**src/rv32i_types.sv**
```systemverilog
package rv32i_types;

    // base integer ISA widths
    parameter int XLEN     = 32;
    parameter int NUM_REGS = 32;
    parameter int REG_IDX_W = $clog2(NUM_REGS);

    // one data or address word
    typedef logic [XLEN-1:0] rv32i_word;

    // architectural register index, x0..x31
    typedef logic [REG_IDX_W-1:0] rv32i_reg;

endpackage

```
**src/tomasula_types.sv**
```systemverilog
package tomasula_types;

    parameter int ROB_ENTRIES = 8;
    parameter int ROB_TAG_W   = $clog2(ROB_ENTRIES);

    typedef logic [ROB_TAG_W-1:0] rob_tag_t;

    // memory ops start at 8, loads are everything above SW
    typedef enum logic [3:0] {
        BRANCH  = 4'd0,
        JAL     = 4'd1,
        JALR    = 4'd2,
        LUI     = 4'd3,
        AUIPC   = 4'd4,
        ALU_REG = 4'd5,
        ALU_IMM = 4'd6,
        NOP     = 4'd7,
        SB      = 4'd8,
        SH      = 4'd9,
        SW      = 4'd10,
        LB      = 4'd11,
        LH      = 4'd12,
        LW      = 4'd13,
        LBU     = 4'd14,
        LHU     = 4'd15
    } op_t;

    // entry handed over by the issue stage
    typedef struct packed {
        op_t                   op;
        logic [2:0]            funct3;
        logic                  funct7;
        rob_tag_t              src1_tag;
        rv32i_types::rv32i_word src1_data;  // base register
        logic                  src1_valid;
        rob_tag_t              src2_tag;
        rv32i_types::rv32i_word src2_data;  // immediate offset
        logic                  src2_valid;
        rv32i_types::rv32i_reg src2_reg;    // store data register
        rob_tag_t              rd_tag;
        rv32i_types::rv32i_word pc;
    } res_word;

    typedef struct packed {
        rv32i_types::rv32i_word data;
        rob_tag_t               tag;
    } cdb_data;

    typedef struct packed {
        op_t                    op;
        logic [2:0]             funct3;
        logic                   funct7;
        rv32i_types::rv32i_word src1_data;
        rv32i_types::rv32i_word src2_data;
        rv32i_types::rv32i_word pc;
        rob_tag_t               tag;
    } alu_word;

    typedef struct packed {
        rob_tag_t               tag;
        rv32i_types::rv32i_word data;
    } load_result;

endpackage
```
**src/load_align.sv**
```systemverilog
`timescale 1ns/1ps

module load_align (
    input  logic                       clk,
    input  logic                       rst,
    input  logic                       finished_entry,
    input  tomasula_types::alu_word    finished_entry_data,
    input  tomasula_types::op_t        load_type,
    input  logic [1:0]                 addr_offset,
    input  rv32i_types::rv32i_word     rdata,
    output logic                       result_valid,
    output tomasula_types::load_result result
);
    import rv32i_types::*;
    import tomasula_types::*;

    rv32i_word lane;      // addressed byte or half moved down to bit 0
    rv32i_word ext_data;

    assign lane = rdata >> {addr_offset, 3'b000};

    always_comb begin
        case (load_type)
            LB:      ext_data = {{24{lane[7]}}, lane[7:0]};
            LBU:     ext_data = {24'b0, lane[7:0]};
            LH:      ext_data = {{16{lane[15]}}, lane[15:0]};
            LHU:     ext_data = {16'b0, lane[15:0]};
            default: ext_data = lane;  // LW, offset is zero
        endcase
    end

    always_ff @(posedge clk) begin
        if (rst) begin
            result_valid <= 1'b0;
        end else begin
            result_valid <= finished_entry;
        end
    end

    always_ff @(posedge clk) begin
        if (finished_entry) begin
            result.tag  <= finished_entry_data.tag;
            result.data <= ext_data;
        end
    end

endmodule

```
**config.mk**
```make
export PLATFORM = sky130hd
export DESIGN_NAME = load_align
export DESIGN_NICKNAME = d
export VERILOG_FILES = /design/src/rv32i_types.sv /design/src/tomasula_types.sv /design/src/load_align.sv
export SDC_FILE = /design/constraint.sdc
export NUM_CORES = 1
export LEC_CHECK = 0
export BUFFER_PORTS_ARGS = -buffer_cell sky130_fd_sc_hd__buf_4
export CORE_ASPECT_RATIO = 1.4
export CORE_MARGIN = 1.5
export CORE_UTILIZATION = 25
export DETAILED_ROUTE_END_ITERATION = 8
export PLACE_DENSITY = 0.61
export SLEW_MARGIN = 20
export SYNTH_ARGS = -nofsm -noshare
export SYNTH_HDL_FRONTEND = slang
export SYNTH_SLANG_ARGS = --single-unit
export TNS_END_PERCENT = 100
```
**constraint.sdc**
```tcl
create_clock -name clk -period 2.1 [get_ports clk]
set_input_delay 0.42 -clock clk [delete_from_list [all_inputs] [get_ports clk]]
set_output_delay 0.42 -clock clk [all_outputs]
set_load 0.02 [all_outputs]
```
Word level (Yosys, flattened, before mapping)
Index checks and enable logic that the tools add are counted.
{ "word_totals": {"ff_bits": 36, "latch_bits": 0, "mem_bits_rw": 0, "romBits": 0, "inputBits": 148, "out_inout_bits": 36, "elab_cells": 9, "mem_count": 0} }
{ "op_classes": {"add_sub_neg": 0, "n_mul": 0, "div_mod_pow": 0, "magnitude_cmp": 0, "eq_ne": 4, "shift": 1, "muxes": 1, "bitwise": 0, "n_reduce_logical": 0} }
{ "ops": {"columns": ["op", "n"], "rows": [
  ["32-bit case mux with 4 select lines", 1],
  ["32-bit by 5-bit >> shifter with 32-bit output", 1],
  ["4-bit == test, second input constant", 4]
]} }

Longest topological paths before layout
{ "logic_depth": {"ltp_word": 2, "ltp_mapped": 6} }

Worst setup path after synthesis
No wires, ideal clock.
{ "synth_timing": {"path_kind": "input-to-reg", "start": "input addr_offset[1]", "end": "register result[17] (netlist bit) (data pin)", "setup_time_ns": 0.284, "arrival_time_ns": 1.392, "required_time_ns": 1.816, "slack_ns": 0.423, "stages": 4, "n_path_buf": 1, "path_cell_list": "mux4_2 -> nand4_1 -> buf_2 -> o221ai_1"} }
{ "synth_between": {"elab_chain_cells": 2} }
{ "synth_lines": {"columns": ["element", "line_no", "source"], "rows": [
  ["from (decl)", "load_align.sv:9", "input logic [1:0] addr_offset,"],
  ["32-bit by 5-bit >> shifter with 32-bit output", "load_align.sv:20", "assign lane = rdata >> {addr_offset, 3'b000};"],
  ["32-bit case mux with 4 select lines", "load_align.sv:23", "case (load_type)"],
  ["named net ext_data[17]", "load_align.sv:18", "rv32i_word ext_data;"],
  ["to (decl)", "load_align.sv:12", "output tomasula_types::load_result result"]
]} }
The timed path passes the listed nets, and every way through them passes these cells.
A chain may end at the register's enable or synchronous reset.

Final worst setup path
{ "layout_timing": {"start": "input load_type[0]", "end": "register result[16] (netlist bit) (data pin)"} }
{ "layout_between": {"elab_chain_cells": 2} }
{ "layout_lines": {"columns": ["element", "line_no", "source"], "rows": [
  ["from (decl)", "load_align.sv:8", "input tomasula_types::op_t load_type,"],
  ["4-bit == test", "load_align.sv:23", null],
  ["32-bit case mux with 4 select lines (*)", "load_align.sv:23", null],
  ["named net ext_data[16]", "load_align.sv:18", null]
]} }
Mark *: on every way through the listed nets, which the timed path passes. The rest lies on a longest branch.

==> report_table.html <==
<table>
<tr><th>Metric</th><th>Value</th></tr>
<tr><th colspan="2">Outcome</th></tr>
<tr><td>Status</td><td>finished, final reports clean</td></tr>
<tr><th colspan="2">Global routing</th></tr>
<tr><td>Vias in the first global route</td><td>1500</td></tr>
<tr><td>Initial antenna violation count</td><td>0</td></tr>
<tr><td>First-pass GRT wire length</td><td>8100 um</td></tr>
<tr><td>GRT Residual Overflow</td><td>0</td></tr>
<tr><td>Global Route Usage Sum</td><td>between 10% and 20%</td></tr>
<tr><td>Pin count of the biggest net entering global routing</td><td>37</td></tr>
<tr><th colspan="2">Layout</th></tr>
<tr><td>Number of nets at the end of the flow</td><td>370</td></tr>
<tr><td>Layout cell share with drive strength beyond 1</td><td>47.5%</td></tr>
<tr><td>Layout-stage area growth over the synthesis result</td><td>40.8%</td></tr>
<tr><td>Post-Layout Cell Count</td><td>320</td></tr>
<tr><td>Fill cell total of the finished layout</td><td>779</td></tr>
<tr><td>Diodes inserted</td><td>0</td></tr>
<tr><th colspan="2">Synth</th></tr>
<tr><td>Area fraction of the dominant cell type after synthesis</td><td>54.6%</td></tr>
<tr><td>Ys Warns</td><td>0</td></tr>
<tr><td>Post-synthesis sequential area ratio</td><td>55.7%</td></tr>
<tr><td>Net count of the mapped netlist</td><td>291</td></tr>
<tr><td>Number of enable-type register cells in the synthesized netlist</td><td>35</td></tr>
<tr><td>Number of distinct library cells after synthesis</td><td>29</td></tr>
<tr><td>Main flop type after synthesis</td><td>sky130_fd_sc_hd__edfxtp_1</td></tr>
<tr><td>Synthesized area per cell</td><td>approximately 13 um2</td></tr>
<tr><td>Cell type contributing the most total cell area after synthesis</td><td>sky130_fd_sc_hd__edfxtp_1</td></tr>
<tr><td>Flop and latch count out of synthesis</td><td>36</td></tr>
<tr><td>Top-count cell post-synth</td><td>sky130_fd_sc_hd__edfxtp_1</td></tr>
<tr><td>Synth area leaders</td><td>sky130_fd_sc_hd__edfxtp_1, sky130_fd_sc_hd__mux2i_1, sky130_fd_sc_hd__o211ai_2</td></tr>
<tr><td>Area of the mapped netlist</td><td>1920 um2</td></tr>
<tr><td>Post-synthesis cell count</td><td>between 100 and 150</td></tr>
<tr><td>Async set or reset register ratio after synthesis</td><td>0%</td></tr>
<tr><td>Top post-synthesis cells by count</td><td>sky130_fd_sc_hd__edfxtp_1, sky130_fd_sc_hd__mux2i_1, sky130_fd_sc_hd__nor2b_1, sky130_fd_sc_hd__o21ai_0, sky130_fd_sc_hd__o211ai_2</td></tr>
<tr><th colspan="2">Die</th></tr>
<tr><td>CORE AREA</td><td>about 7400 um2</td></tr>
<tr><td>Number of I/O pins</td><td>184</td></tr>
<tr><td>Standard-cell rows</td><td>37</td></tr>
<tr><td>Area enclosed by the die boundary</td><td>8240 um2</td></tr>
<tr><td>Starting Density</td><td>26.0%</td></tr>
<tr><td>Die extent in x</td><td>~77 um</td></tr>
<tr><td>DIE HEIGHT</td><td>roughly 110 um</td></tr>
<tr><th colspan="2">Clocking</th></tr>
<tr><td>Count of clock tree sinks</td><td>36</td></tr>
<tr><td>Number of hold buffers added after cts</td><td>0</td></tr>
<tr><td>Number of gates resized after CTS</td><td>0</td></tr>
<tr><td>Number of buffers between clock root and the deepest sink</td><td>2</td></tr>
<tr><td>Library cell used as clock root buffer</td><td>sky130_fd_sc_hd__clkbuf_8</td></tr>
<tr><td>H-Tree Depth</td><td>2</td></tr>
<tr><td>CTS tree</td><td>built</td></tr>
<tr><td>Clock-pin slew on the worst setup and hold paths</td><td>0.06 ns</td></tr>
<tr><td>Total setup buffers inserted after CTS</td><td>0</td></tr>
<tr><td>Number of buffers added by the clock tree synthesis step</td><td>5</td></tr>
<tr><th colspan="2">Place</th></tr>
<tr><td>Instance count after placement with tap cells included</td><td>approximately 310</td></tr>
<tr><td>Half-perimeter wire length after placement</td><td>roughly 3700 um</td></tr>
<tr><td>Port Buf Inserts</td><td>79</td></tr>
<tr><td>Post-place setup slack</td><td>0.101 ns</td></tr>
<tr><td>Routability-driven placement congestion ratio</td><td>0.702</td></tr>
<tr><th colspan="2">Drt</th></tr>
<tr><td>Wire per inst</td><td>16.3 um</td></tr>
<tr><td>Total via count after detailed routing</td><td>1524</td></tr>
<tr><td>DRC viols</td><td>0</td></tr>
<tr><td>Aggregate routed wire length</td><td>between 5000 and 6000 um</td></tr>
<tr><td>Detailed Routing Iterations Pass 1</td><td>4</td></tr>
<tr><td>Initial DRC count</td><td>84</td></tr>
<tr><td>Routed vias/inst</td><td>between 4 and 5</td></tr>
<tr><td>Final antenna-violating net count</td><td>0</td></tr>
<tr><th colspan="2">Worst hold path</th></tr>
<tr><td>Classification of the worst-slack hold path</td><td>primary input to flop</td></tr>
<tr><th colspan="2">Critical path</th></tr>
<tr><td>Kind of capture point of the worst setup path</td><td>flop</td></tr>
<tr><td>Element type at the critical path start</td><td>primary input</td></tr>
<tr><td>Crit path max-delay cell type</td><td>sky130_fd_sc_hd__o21bai_1</td></tr>
<tr><td>Critical Path RT</td><td>between 2 and 2.5 ns</td></tr>
<tr><td>Data arrival, critical path</td><td>1.65 ns</td></tr>
<tr><td>Critical path, cell by cell</td><td>buf_4 -&gt; mux2i_1 -&gt; o21bai_1 -&gt; o221ai_1</td></tr>
<tr><td>WS Path Type</td><td>primary input to flop</td></tr>
<tr><td>Largest driver fanout on the critical path</td><td>8</td></tr>
<tr><td>Slowest stage delay, CP</td><td>0.73 ns</td></tr>
<tr><th colspan="2">Timing</th></tr>
<tr><td>Highest Clock Rate</td><td>598 MHz</td></tr>
<tr><td>Setup TNS</td><td>0 ns</td></tr>
<tr><td>Transition time at the pin with the least slew margin</td><td>~0.92 ns</td></tr>
<tr><td>Slew Limit Headroom</td><td>38.6%</td></tr>
<tr><td>Hold Worst Slack</td><td>0.283 ns</td></tr>
<tr><td>Unrepaired setup endpoints after global routing</td><td>no</td></tr>
<tr><td>Max Slew Vio Count</td><td>0</td></tr>
<tr><td>Shortest clock period the worst path allows after layout</td><td>1.67 ns</td></tr>
<tr><td>Number of failing setup endpoints in the final timing report</td><td>0</td></tr>
<tr><td>Final hold viol count</td><td>0</td></tr>
<tr><td>Fin worst setup slack</td><td>0.427 ns</td></tr>
<tr><td>Post-route fraction of the period consumed by the critical path</td><td>79.7%</td></tr>
<tr><th colspan="2">Pwr</th></tr>
<tr><td>Leakage power</td><td>between 1 and 1.5 nW</td></tr>
<tr><td>Power per cell area</td><td>678 nW/um2</td></tr>
<tr><td>Total Power</td><td>roughly 0.0018 W</td></tr>
<tr><td>Maximum vdd ir drop</td><td>roughly 0.22 mV</td></tr>
<tr><th colspan="2">Run</th></tr>
<tr><td>MaxCap Viol Count</td><td>0</td></tr>
</table>
## worst max-delay path: cells and delay by family
| family | cells | cell delay [ns] |
|---|---|---|
| multiplexers | 1 | 0.13 |
| AO/OA/AOI/OAI | 2 | 0.97 |
| buffers and inverters | 1 | 0.13 |
## final timing paths
| check | slack [ns] | cells past startpoint | from | endpoint |
|---|---|---|---|---|
| setup / recovery | 0.43 | 4 | load_type[0] | result[16] |
| hold / removal | 0.28 | 2 | rst | result_valid |
## logic make-up after synthesis
family | after synthesis | share of synthesized area, %
muxes | 18 | 10.0
AOI/OAI and AO/OA | 55 | 23.0
buffers and inverters | 16 | 4.94
and+or+nand+nor | 17 | 5.98
DFF | 36 | 55.7
xor gates and xnor gates | 1 | 0.455
## state kept, by name, summed over array words and instances, names as in the netlist
name	cells
result_valid	1
result	35
## through the flow
step	area [um2]	util (%)
2_1_floorplan	1920	-
3_3_place_gp	2620	35.4
3_5_place_dp	2620	35.4
4_1_cts	2710	36.6
5_1_grt	2710	36.6
6_report	2710	36.6
## power breakdown
part	switching [W]	internal [W]	total [W]	leakage, nW
clock network	0.000232	0.000267	0.000499	0.0455
registers	0.0000189	0.000869	0.000888	0.347
logic	0.000242	0.000209	0.000451	0.718
## final cells by class
cell class / instances / area (um2) / area share (%)
inverter: 1 / 3.75 / 0.139
sequential: 36 / 1070 / 39.5
timing repair buffer: 87 / 666 / 24.6
clock buffer: 8 / 90.1 / 3.32
tap: 97 / 121 / 4.48
multi-input combinational: 91 / 758 / 28.0
## layout by cell type (no fill, tap or decap), types with 2 or more instances in the layout
cell / count
sky130_fd_sc_hd__a211oi_1: 7
sky130_fd_sc_hd__a21oi_1: 7
sky130_fd_sc_hd__a2bb2oi_1: 7
sky130_fd_sc_hd__buf_4: 86
sky130_fd_sc_hd__clkbuf_1: 2
sky130_fd_sc_hd__clkbuf_8: 6
sky130_fd_sc_hd__edfxtp_1: 35
sky130_fd_sc_hd__mux2i_1: 17
sky130_fd_sc_hd__nor2b_1: 10
sky130_fd_sc_hd__nor3b_1: 2
sky130_fd_sc_hd__o211ai_1: 6
sky130_fd_sc_hd__o211ai_2: 8
sky130_fd_sc_hd__o21ai_0: 10
sky130_fd_sc_hd__o221ai_1: 6
sky130_fd_sc_hd__o221ai_2: 2
## per-layer routing
layer | track usage, % | up-vias | wire length (um)
met5 | 0 | - | 0
met4 | 5.84 | 0 | 102
met3 | 4.00 | 7 | 446
met2 | 20.5 | 76 | 2310
met1 | 17.2 | 705 | 2350
li1 | - | 736 | -
Note: power is estimated with default switching activity, not from simulation.
