**src/rv32i_types.sv**
```systemverilog
package rv32i_types;

    // base integer ISA widths
    parameter int XLEN     = 32;
    parameter int NUM_REGS = 32;
    parameter int REG_IDX_W = $clog2(NUM_REGS);

    // one data or address word
    typedef logic [XLEN-1:0] rv32i_word;

    // architectural register index, x0..x31
    typedef logic [REG_IDX_W-1:0] rv32i_reg;

endpackage

```
**src/tomasula_types.sv**
```systemverilog
package tomasula_types;

    parameter int ROB_ENTRIES = 8;
    parameter int ROB_TAG_W   = $clog2(ROB_ENTRIES);

    typedef logic [ROB_TAG_W-1:0] rob_tag_t;

    // memory ops start at 8, loads are everything above SW
    typedef enum logic [3:0] {
        BRANCH  = 4'd0,
        JAL     = 4'd1,
        JALR    = 4'd2,
        LUI     = 4'd3,
        AUIPC   = 4'd4,
        ALU_REG = 4'd5,
        ALU_IMM = 4'd6,
        NOP     = 4'd7,
        SB      = 4'd8,
        SH      = 4'd9,
        SW      = 4'd10,
        LB      = 4'd11,
        LH      = 4'd12,
        LW      = 4'd13,
        LBU     = 4'd14,
        LHU     = 4'd15
    } op_t;

    // entry handed over by the issue stage
    typedef struct packed {
        op_t                   op;
        logic [2:0]            funct3;
        logic                  funct7;
        rob_tag_t              src1_tag;
        rv32i_types::rv32i_word src1_data;  // base register
        logic                  src1_valid;
        rob_tag_t              src2_tag;
        rv32i_types::rv32i_word src2_data;  // immediate offset
        logic                  src2_valid;
        rv32i_types::rv32i_reg src2_reg;    // store data register
        rob_tag_t              rd_tag;
        rv32i_types::rv32i_word pc;
    } res_word;

    typedef struct packed {
        rv32i_types::rv32i_word data;
        rob_tag_t               tag;
    } cdb_data;

    typedef struct packed {
        op_t                    op;
        logic [2:0]             funct3;
        logic                   funct7;
        rv32i_types::rv32i_word src1_data;
        rv32i_types::rv32i_word src2_data;
        rv32i_types::rv32i_word pc;
        rob_tag_t               tag;
    } alu_word;

    typedef struct packed {
        rob_tag_t               tag;
        rv32i_types::rv32i_word data;
    } load_result;

endpackage
```
**src/lsq.sv**
```systemverilog
`timescale 1ns/1ps

module lsq #(
    parameter int LSQ_DEPTH = 4
) (
    input  logic                       clk,
    input  logic                       rst,
    input  logic                       load,
    input  logic                       flush_ip,
    input  tomasula_types::res_word    res_in,
    input  tomasula_types::cdb_data    cdb [tomasula_types::ROB_ENTRIES],
    input  logic [7:0]                 rob_invalidated_n,
    input  logic [7:0]                 robs_calculated,
    input  tomasula_types::rob_tag_t   rob_head_ptr,
    input  logic                       data_mem_resp,
    output logic                       finished_entry,
    output tomasula_types::alu_word    finished_entry_data,
    output logic                       full,
    output rv32i_types::rv32i_reg      wdata_reg,
    output logic                       data_read,
    output logic                       data_write,
    output rv32i_types::rv32i_word     data_mem_address,
    output tomasula_types::op_t        load_type,
    output logic [3:0]                 data_mbe
);
    import rv32i_types::*;
    import tomasula_types::*;

    localparam int PTR_W = $clog2(LSQ_DEPTH);

    typedef enum logic [1:0] {
        RESET,
        ACTIVE,
        FLUSH
    } lsq_state_t;

    lsq_state_t state, next_state;

    logic [PTR_W-1:0]     head_ptr, tail_ptr;
    logic [LSQ_DEPTH-1:0] allocated;
    logic [LSQ_DEPTH-1:0] addr_rdy;     // base operand present
    logic [LSQ_DEPTH-1:0] invalidated;  // squashed by a flush
    logic [LSQ_DEPTH-1:0] wake;
    res_word              entries [LSQ_DEPTH];
    res_word              head;
    res_word              alloc_word;
    rv32i_word            addr;
    logic                 head_is_load;
    logic                 head_issue;
    logic                 head_squashed;
    logic                 head_retire;
    logic                 alloc_en;

    assign head          = entries[head_ptr];
    assign head_is_load  = head.op > SW;
    assign addr          = head.src1_data + head.src2_data;
    assign alloc_en      = load && !full;

    // head may go to memory only when the ROB says it is oldest
    assign head_issue = (state != RESET) && allocated[head_ptr] && addr_rdy[head_ptr]
                        && (rob_head_ptr == head.rd_tag);

    // also catch a squash that lands in the response cycle
    assign head_squashed = invalidated[head_ptr]
                           || (flush_ip && !rob_invalidated_n[head.rd_tag]);

    // squashed stores never touch memory and just drop out
    assign head_retire = allocated[head_ptr]
                         && (data_mem_resp || (!head_is_load && invalidated[head_ptr]));

    assign data_read        = head_issue && head_is_load;
    assign data_write       = head_issue && !head_is_load && !invalidated[head_ptr];
    assign data_mem_address = (data_read || data_write) ? addr : '0;
    assign wdata_reg        = data_write ? head.src2_reg : '0;
    assign load_type        = head.op;
    assign finished_entry   = data_mem_resp && head_is_load && !head_squashed;

    always_comb begin
        finished_entry_data.op        = head.op;
        finished_entry_data.funct3    = head.funct3;
        finished_entry_data.funct7    = head.funct7;
        finished_entry_data.src1_data = head.src1_data;
        finished_entry_data.src2_data = head.src2_data;
        finished_entry_data.pc        = head.pc;
        finished_entry_data.tag       = head.rd_tag;
    end

    always_comb begin
        case (head.op)
            SW:      data_mbe = 4'b1111;
            SH:      data_mbe = 4'b0011 << addr[1:0];
            SB:      data_mbe = 4'b0001 << addr[1:0];
            default: data_mbe = 4'b1111;  // loads read the whole word
        endcase
    end

    always_comb begin
        case (state)
            ACTIVE:  full = &allocated;
            default: full = 1'b1;  // no allocation outside ACTIVE
        endcase
    end

    // base operand may already sit on the cdb when the entry arrives
    always_comb begin
        alloc_word = res_in;
        if (!res_in.src1_valid && robs_calculated[res_in.src1_tag]) begin
            alloc_word.src1_data  = cdb[res_in.src1_tag].data;
            alloc_word.src1_valid = 1'b1;
        end
    end

    always_comb begin
        for (int i = 0; i < LSQ_DEPTH; i++) begin
            wake[i] = allocated[i] && !addr_rdy[i] && robs_calculated[entries[i].src1_tag];
        end
    end

    always_comb begin
        next_state = state;
        case (state)
            RESET:  next_state = ACTIVE;
            ACTIVE: begin
                if (flush_ip && !data_mem_resp) begin
                    next_state = FLUSH;
                end
            end
            FLUSH: begin
                // wait out the access in flight, or leave once flush ends idle
                if (data_mem_resp || (!flush_ip && !data_read && !data_write)) begin
                    next_state = ACTIVE;
                end
            end
            default: next_state = RESET;
        endcase
    end

    always_ff @(posedge clk) begin
        if (rst) begin
            state       <= RESET;
            head_ptr    <= '0;
            tail_ptr    <= '0;
            allocated   <= '0;
            addr_rdy    <= '0;
            invalidated <= '0;
        end else begin
            state <= next_state;
            for (int i = 0; i < LSQ_DEPTH; i++) begin
                if (allocated[i] && flush_ip && !rob_invalidated_n[entries[i].rd_tag]) begin
                    invalidated[i] <= 1'b1;
                end
                if (wake[i]) begin
                    addr_rdy[i] <= 1'b1;
                end
            end
            if (alloc_en) begin
                allocated[tail_ptr]   <= 1'b1;
                addr_rdy[tail_ptr]    <= alloc_word.src1_valid;
                invalidated[tail_ptr] <= flush_ip && !rob_invalidated_n[res_in.rd_tag];
                tail_ptr              <= tail_ptr + 1'b1;
            end
            // retire last so a freed slot comes back clean
            if (head_retire) begin
                allocated[head_ptr]   <= 1'b0;
                addr_rdy[head_ptr]    <= 1'b0;
                invalidated[head_ptr] <= 1'b0;
                head_ptr              <= head_ptr + 1'b1;
            end
        end
    end

    // entry payload
    always_ff @(posedge clk) begin
        for (int i = 0; i < LSQ_DEPTH; i++) begin
            if (wake[i]) begin
                entries[i].src1_data  <= cdb[entries[i].src1_tag].data;
                entries[i].src1_valid <= 1'b1;
            end
        end
        if (alloc_en) begin
            entries[tail_ptr] <= alloc_word;
        end
    end

endmodule

```
**config.mk**
```make
export PLATFORM = sky130hd
export DESIGN_NAME = lsq
export DESIGN_NICKNAME = d
export VERILOG_FILES = /design/src/rv32i_types.sv /design/src/tomasula_types.sv /design/src/lsq.sv
export SDC_FILE = /design/constraint.sdc
export NUM_CORES = 1
export LEC_CHECK = 0
export ABC_AREA = 0
export BUFFER_PORTS_ARGS = -buffer_cell sky130_fd_sc_hd__buf_2
export CAP_MARGIN = 20
export CORE_ASPECT_RATIO = 0.8
export CORE_MARGIN = 10
export CORE_UTILIZATION = 61
export DETAILED_ROUTE_END_ITERATION = 7
export PLACE_DENSITY = 0.87
export SYNTH_ARGS = -nofsm -noshare
export SYNTH_HDL_FRONTEND = slang
export SYNTH_SLANG_ARGS = --single-unit
```
**constraint.sdc**
```tcl
create_clock -name clk -period 9.79 [get_ports clk]
set_clock_uncertainty 0.1 [all_clocks]
set_input_delay 0.4895 -clock clk [delete_from_list [all_inputs] [get_ports clk]]
set_output_delay 0.4895 -clock clk [all_outputs]
set_load 0.005 [all_outputs]
```
# Word-level counts from Yosys, hierarchy flattened
# Memories as Yosys holds them, arrays and structs flattened. A register that Yosys moved wholly into a read port is not among the register bits.
# Cells that the tools add are included.
# Widths: inputs -> output; s select.
[totals]
n_memories = 1
output_inout_bits = 156
inputBits = 424
regBits = 18
ramBits = 480
elab_cells = 206
[mem_list]
columns = ["name", "depth", "width", "read_ports", "rd_clocked_by_memory_dff", "write_ports", "line", "text"]
rows = [
  ["entries", 4, 120, 5, 1, 5, "lsq.sv:44", "res_word entries [LSQ_DEPTH];"],
]
[classes]
muxes = 94
bitwise = 10
addsub = 3
magnitude_cmp = 21
eq_ne = 7
n_shift = 2
reduce_logical = 62
[op_table]
columns = ["operator", "n"]
rows = [
  ["$bmux 35 s3", 5],
  ["$mux 35", 10],
  ["$lt 3x4->1 const B", 11],
  ["$mux 1", 43],
  ["$mux 4", 9],
  ["$logic_and 1x1->1", 35],
  ["$bmux 1 s3", 11],
  ["$mux 33", 1],
  ["$add 32x32->32", 1],
  ["$mux 32", 1],
  ["$ge 4x4->1 const B", 5],
  ["$not 3->4", 5],
  ["$logic_not 1->1", 19],
  ["$and 4x4->4", 3],
  ["$bwmux 4", 2],
  ["$eq 4x4->1 const B", 2],
  ["$mux 2", 4],
  ["$pmux 4 s2", 1],
  ["$bmux 1 s2", 3],
  ["$lt 2x3->1 const B", 2],
  ["$pmux 2 s3", 1],
  ["$mux 5", 1],
  ["$add 2x1->2 const B", 2],
  ["$demux 1 s2", 2],
  ["other kinds (15)", 20],
]

# Longest topological paths before layout
# Gate-level depths: netlist (run 1).
[depth]
depth_word = 12
ltp_mapped = 15
mapped_depth_nobuf = 11

# Worst setup path after synthesis (run 1)
# OpenSTA, ideal clock, no wires.
[synth_timing]
path_kind = "reg2out"
startpoint = "register with a tool-made name"
endpoint = "output data_mem_address[28]"
required_ns = 9.201
arrival_time_ns = 4.248
slack_ns = 4.953
path_buffers = 6
stages_incl_launch_ff = 16
cell_sequence = "dfxtp_1 > buf_6 > buf_2 > buf_1 > buf_1 > mux4_2 > ha_1 > clkbuf_1 > and4_1 > clkbuf_1 > nor3b_1 > o21ai_0 > o21ai_1 > a21boi_0 > a2111o_1 > o21ai_0"
[synth_rtl]
columns = ["item", "line", "text"]
rows = [
  ["end: declaration", "lsq.sv:22", "output rv32i_types::rv32i_word data_mem_address,"],
]

==> impl_metrics.json, run 1 <==
{
  "nFillCells": 3047,
  "worst-path-max-fanout": 79,
  "finalMaxSlewViolations": 0,
  "ir_drop_v": 0.000136,
  "dpl.hpwl_mm": 71.2,
  "grt_pass1_wl_mm": 161,
  "fp.coreArea_sq_um": 49900,
  "syn_area_sq_um": 30900,
  "grt.total_usage_pct": 35.7,
  "cts_sinks": 480,
  "grt_setup_unrepaired": "false",
  "via_per_inst": 7.37,
  "period_needed_ns": 6.46,
  "cts_buffers": 50,
  "pre_cts_ws_ns": 4.03,
  "endpoint_kind": "primary output",
  "ys_seq_area_share_pct": 46.1,
  "antenna_found_initial": 78,
  "synth_area_leaders": "edfxtp_1 45%, mux4_2 33%, a211oi_1 3.4%",
  "drc_errors": 0,
  "io_pins": 580,
  "synth_cells": 1984,
  "area_growth_pct": 18.9,
  "fin_nets": 2976,
  "p_per_area_nw_per_um2": 148,
  "grt_pass1_vias": 24200,
  "cts.htree.levels": 2,
  "synth_fp_nets": 2448,
  "whs_ns": 0.0290,
  "firstDrtPassIters": 8,
  "yosysMostFrequentCell": "edfxtp_1",
  "p_leak_nw": 12.7,
  "synth_seq_cells": 480,
  "p_seq_share_pct": 43.0,
  "drtIter0Drc": 3757,
  "cp.arrival_ns": 5.87,
  "cts_tree": "done",
  "clockPowerShare_pct": 36.4,
  "tns_ns": 0,
  "synthFlopType": "edfxtp_1",
  "ys_types": 60,
  "drive_above_1_share_pct": 44.5,
  "yosysWarnings": 0,
  "netSwitchingFraction_pct": 27.2,
  "overflow": 0,
  "clkTransAtPathRegs_ns": 0.06,
  "register_area_sq_um": 14200,
  "power.internal_w": 0.00396,
  "hold_viol_final": 0,
  "async_flop_share_pct": 0,
  "die_h_um": 221,
  "p_switching_w": 0.00148,
  "critPathKind": "flop to primary output",
  "fin_crit_sh_pct": 65.9,
  "multi_input_area_sq_um": 15900,
  "insertion_delay_ns": 0.59,
  "fmax_mhz": 155,
  "synth_top_cell_by_area": "edfxtp_1",
  "min_path_type": "input port to flop",
  "io_buffers": 551,
  "cts.repair.resized": 0,
  "cts_hold_buf": 70,
  "clockBufferDepth": 3,
  "yosys-top-cells-count": "460 x edfxtp_1, 450 x mux4_2, 155 x a21oi_1, 141 x a211oi_1, 138 x nor2b_1",
  "syn_avg_cell_area_sq_um": 15.6,
  "die_w_um": 271,
  "vias": 24300,
  "drv_cap": 0,
  "start_util_pct": 61.9,
  "gp_congestion": 0.919,
  "ant_nets": 0,
  "grt_max_degree": 104,
  "worstMarginPinSlew_ns": 1.18,
  "worst_ep_required_time_ns": 9.20,
  "synth_top_area_share_pct": 44.8,
  "row_count": 73,
  "synth_edf_count": 460,
  "totalWireLength_mm": 110,
  "status": "finished clean",
  "maxSlewHeadroom_pct": 21.0,
  "setup_ws_ns": 3.33,
  "post-cts-setup-buffer-count": 0,
  "comb_power_share_pct": 20.5,
  "die_area_sq_um": 60000,
  "wl_per_cell_um": 33.5,
  "finalSetupViolations": 0,
  "crit_path_start_kind": "flop",
  "cts-root-buf": "clkbuf_16"
}
==> area by class of cell <==
cell class	count	share of cell area [%]
Antenna cell	67	0.457
Clock buffer	58	3.49
Clock inverter	33	1.15
Inverter	23	0.290
Multi-Input combinational cell	1302	43.3
Sequential cell	480	38.8
Tap cell	675	2.30
Timing Repair Buffer	655	10.2
==> stage by stage <==
| step | utilization [%] | cell area (sq um) | total power (W) | instances |
|---|---|---|---|---|
| 6_report | 73.6 | 36700 | 0.00544 | 3293 |
| 5_1_grt | 73.5 | 36700 | 0.00560 | 3275 |
| 4_1_cts | 73.2 | 36500 | 0.00541 | 3224 |
| 3_5_place_dp | 68.3 | 34100 | 0.00343 | 3063 |
| 3_3_place_gp | 68.3 | 34100 | 0.00338 | 3063 |
| 2_1_floorplan | - | 30900 | 0.00304 | 1984 |
==> state kept, by name (all words and copies together) (netlist names), named ones only <==
name and count:
state 2, allocated 4, entries 460, tail_ptr 2, head_ptr 2, addr_rdy 4
invalidated 4
==> worst max-delay path, cell delays in order (launching register included) <==
cell and delay [ns]:
dfxtp_4 0.84, buf_12 0.45, mux4_2 0.67, ha_1 0.34, a211oi_1 0.10, o21a_1 0.23
nor4_1 0.71, o2111ai_1 0.39, a2111oi_0 0.70, nor3_1 0.10, nor3_1 0.27, buf_2 0.17
==> per-layer routing <==
metal	track usage [%]	up-vias	wire length (um)
met1	43.3	12000	34300
met3	10.9	475	15200
met4	18.2	30	6240
li1	-	9574	-
met5	0	-	172
met2	57.7	2215	54200
==> power groups by stage <==
stage	Combinational, W	Sequential (W)	Clock [W]
final	0.00112	0.00234	0.00198
after global routing	0.00118	0.00235	0.00207
after CTS	0.00108	0.00234	0.00198
after detailed placement	0.00105	0.00238	0
after global placement	0.00100	0.00238	0
after floorplan	0.000664	0.00237	0
==> layout by cell type, fill, tap and decap left out, types with 10 or more instances in the layout <==
| cell | netlist | final |
|---|---|---|
| buf_2 | 8 | 549 |
| edfxtp_1 | 460 | 460 |
| mux4_2 | 450 | 450 |
| a21oi_1 | 155 | 155 |
| a211oi_1 | 141 | 141 |
| nor2b_1 | 138 | 138 |
| dlygate4sd3_1 | 0 | 70 |
| diode_2 | 0 | 67 |
| nand2_1 | 64 | 64 |
| nor2_1 | 56 | 55 |
| o21ai_0 | 50 | 50 |
| clkbuf_16 | 0 | 50 |
| mux2i_1 | 45 | 45 |
| ha_1 | 39 | 39 |
| buf_4 | 4 | 33 |
| inv_1 | 23 | 19 |
| a21o_1 | 19 | 19 |
| dfxtp_1 | 20 | 18 |
| nor3_1 | 14 | 14 |
| xnor2_1 | 12 | 12 |
| xor2_1 | 12 | 12 |
| o21a_1 | 11 | 11 |
| clkinv_2 | 0 | 10 |
==> path summary, 6_finish.rpt <==
check | from | to | slack [ns] | cells after the start
setup / recovery | flop | data_mem_address[27] | 3.33 | 11
setup reg to reg | flop | state[0]$_SDFFE_PP0P_ | 5.53 | 9
hold reg to reg | state[0]$_SDFFE_PP0P_ | state[0]$_SDFFE_PP0P_ | 0.43 | 1
hold / removal | res_in[113] | entries[1][113]$_DFFE_PP_ | 0.03 | 1
==> kinds of logic after synthesis <==
logic type                 Yosys count  share of synthesized area, %
buffers and inverters              202                          2.63
DFF                                480                          46.1
muxes                              502                          34.9
adders and majority gates           40                          1.65
and+or+nand+nor                    315                          5.44
xor gates and xnor gates            24                         0.681
AOI/OAI and AO/OA                  421                          8.66
Note: power is estimated with default switching activity, not from simulation.
==> inputs of run 2 (changes only) <==
CORE_UTILIZATION = 57   (was 61)
PLACE_DENSITY = 0.82   (was 0.87)
clock period = 6.4 ns   (was 9.79 ns; I/O delays follow)
==> run 2 against run 1 <==
Effect of this change:
- via count decreased by 2.0%
- highest routed layer unchanged
- critical endpoint is now data_mem_address[29]
- non-clock buffer count increased by 21
- die area increased by 6.4%
- sequential share of layout area decreased by 0.20 points
- first-iteration DRC count decreased by 10%
- clock-buffer cell count decreased by 1
- global-route usage decreased by 3.4 points
- combinational power increased by 51%
- wire length decreased by 4.2%
==> impl_metrics.json, run 2 (synthesized netlist as in run 1, its figures left out) <==
{
  "min_path_type": "input port to flop",
  "gp_congestion": 0.899,
  "finalMaxSlewViolations": 0,
  "via_per_inst": 7.14,
  "grt_pass1_vias": 23700,
  "wl_per_cell_um": 31.7,
  "largest_register_ffs": 460,
  "setup_ws_ns": 0.784,
  "critPathKind": "flop to primary output",
  "cts.htree.levels": 2,
  "clkTransAtPathRegs_ns": 0.06,
  "fmax_mhz": 178,
  "cts.repair.resized": 0,
  "place_area_sq_um": 34200,
  "grt_pass1_wl_mm": 155,
  "overflow": 0,
  "post-place-cells": 3099,
  "die_area_sq_um": 63900,
  "firstDrtPassIters": 6,
  "maxSlewHeadroom_pct": 23.6,
  "cts_sinks": 480,
  "antenna_found_initial": 75,
  "min_to": "state[0]$_SDFFE_PP0P_",
  "cts_tree": "done",
  "ant_nets": 0,
  "io_pins": 580,
  "die_h_um": 228,
  "regMostFlops": "entries",
  "cts-root-buf": "clkbuf_16",
  "dpl.hpwl_mm": 70.6,
  "drv_cap": 0,
  "drtIter0Drc": 3380,
  "worstHoldPathCells": 3,
  "start_util_pct": 57.4,
  "pre_cts_ws_ns": 1.45,
  "cts_buffers": 48,
  "fin_crit_sh_pct": 87.7,
  "cp.arrival_ns": 5.20,
  "r2r_cells": 10,
  "fin_nets": 2995,
  "rrSetupSlack_ns": 1.77,
  "insertion_delay_ns": 0.61,
  "io_buffers": 551,
  "worst_ep_required_time_ns": 5.98,
  "drive_above_1_share_pct": 44.2,
  "p_per_area_nw_per_um2": 224,
  "nFillCells": 3584,
  "area_growth_pct": 19.5,
  "drc_errors": 0,
  "min-delay-start": "flush_ip",
  "grt_setup_unrepaired": "false",
  "grt_max_degree": 86,
  "totalWireLength_mm": 106,
  "hold_viol_final": 0,
  "fin_cells": 3333,
  "status": "finished clean",
  "rr_endpoint": "state[1]$_SDFFE_PP0P_",
  "tns_ns": 0,
  "p_leak_nw": 12.8,
  "crit_path_start_kind": "flop",
  "endpoint_kind": "primary output",
  "finish.instance_area_sq_um": 36900,
  "worst-path-max-fanout": 31,
  "layout_common_cells": "549 x buf_2, 460 x edfxtp_1, 450 x mux4_2",
  "fp.coreArea_sq_um": 53700,
  "vias": 23800,
  "whs_ns": 0.0516,
  "mostFrequentLayoutCell": "buf_2",
  "period_needed_ns": 5.62,
  "ir_drop_v": 0.000220,
  "worstMarginPinSlew_ns": 1.15,
  "die_w_um": 280,
  "post-cts-setup-buffer-count": 0,
  "grt.total_usage_pct": 32.4,
  "finalSetupViolations": 0,
  "clockBufferDepth": 3,
  "row_count": 76
}
## run 2: cell count changes in the layout (fill, tap and decap cells not counted), moves of 2 or more
cell           previous run  this run
buf_12                    1         4
clkbuf_16                50        48
clkinv_2                 10         6
dlygate4sd3_1            70        83
buf_4                    33        38
diode_2                  67        64
## run 2: power breakdown
group	leakage, nW	internal, W	total, W	switching [W]
Combinational	7.68	0.000791	0.00169	0.000899
Clock	0.792	0.00172	0.00299	0.00127
Sequential	4.34	0.00354	0.00358	0.0000397
## run 2: metrics by stage
| stage | power [W] | util (%) |
|---|---|---|
| after floorplan | 0.00464 | - |
| after global placement | 0.00518 | 63.7 |
| after detailed placement | 0.00524 | 63.7 |
| after CTS | 0.00823 | 68.3 |
| after global routing | 0.00850 | 68.6 |
| final | 0.00825 | 68.7 |
## run 2: cell type report
type                            count  area, sq um  share of cell area (%)
Multi-Input combinational cell   1302        15900                    43.1
Sequential cell                   480        14200                    38.5
Timing Repair Buffer              676         3970                    10.8
Clock buffer                       57         1230                    3.35
Tap cell                          702          878                    2.38
Clock inverter                     29          418                    1.13
Antenna cell                       64          160                   0.434
Inverter                           23          106                   0.288
## run 2: worst max-delay path, stage by stage, from the launching register on
cell and delay [ns]:
dfxtp_4 0.86, buf_4 0.33, mux4_2 0.62, ha_1 0.40, a21oi_1 0.20, o21ai_0 0.10
a211o_1 0.38, o21ai_0 0.39, a21oi_1 0.22, a221oi_1 0.48, mux2i_1 0.38, buf_2 0.19
## run 2: worst max-delay path by stage
stage          from                   end  cells past startpoint
4_1_cts        flop  data_mem_address[28]                     11
3_5_place_dp   flop  data_mem_address[28]                     11
5_1_grt        flop  data_mem_address[29]                     11
2_1_floorplan  flop  data_mem_address[28]                     15
6_report       flop  data_mem_address[29]                     11
3_3_place_gp   flop  data_mem_address[29]                     11
## run 2: repair_timing
| item | in CTS | in global routing |
|---|---|---|
| hold buffers | 83 | 0 |
| endpoints found under the hold margin | 328 | 0 |
| setup endpoints to repair | 0 | 0 |
## run 2: metal layers
layer  vias up  track usage (%)  wire length (um)
li1       9630                -                 -
met1     11800             41.3             36200
met2      2009             51.0             50400
met3       296             10.0             14400
met4        22             13.6              4370
met5         -                0               158
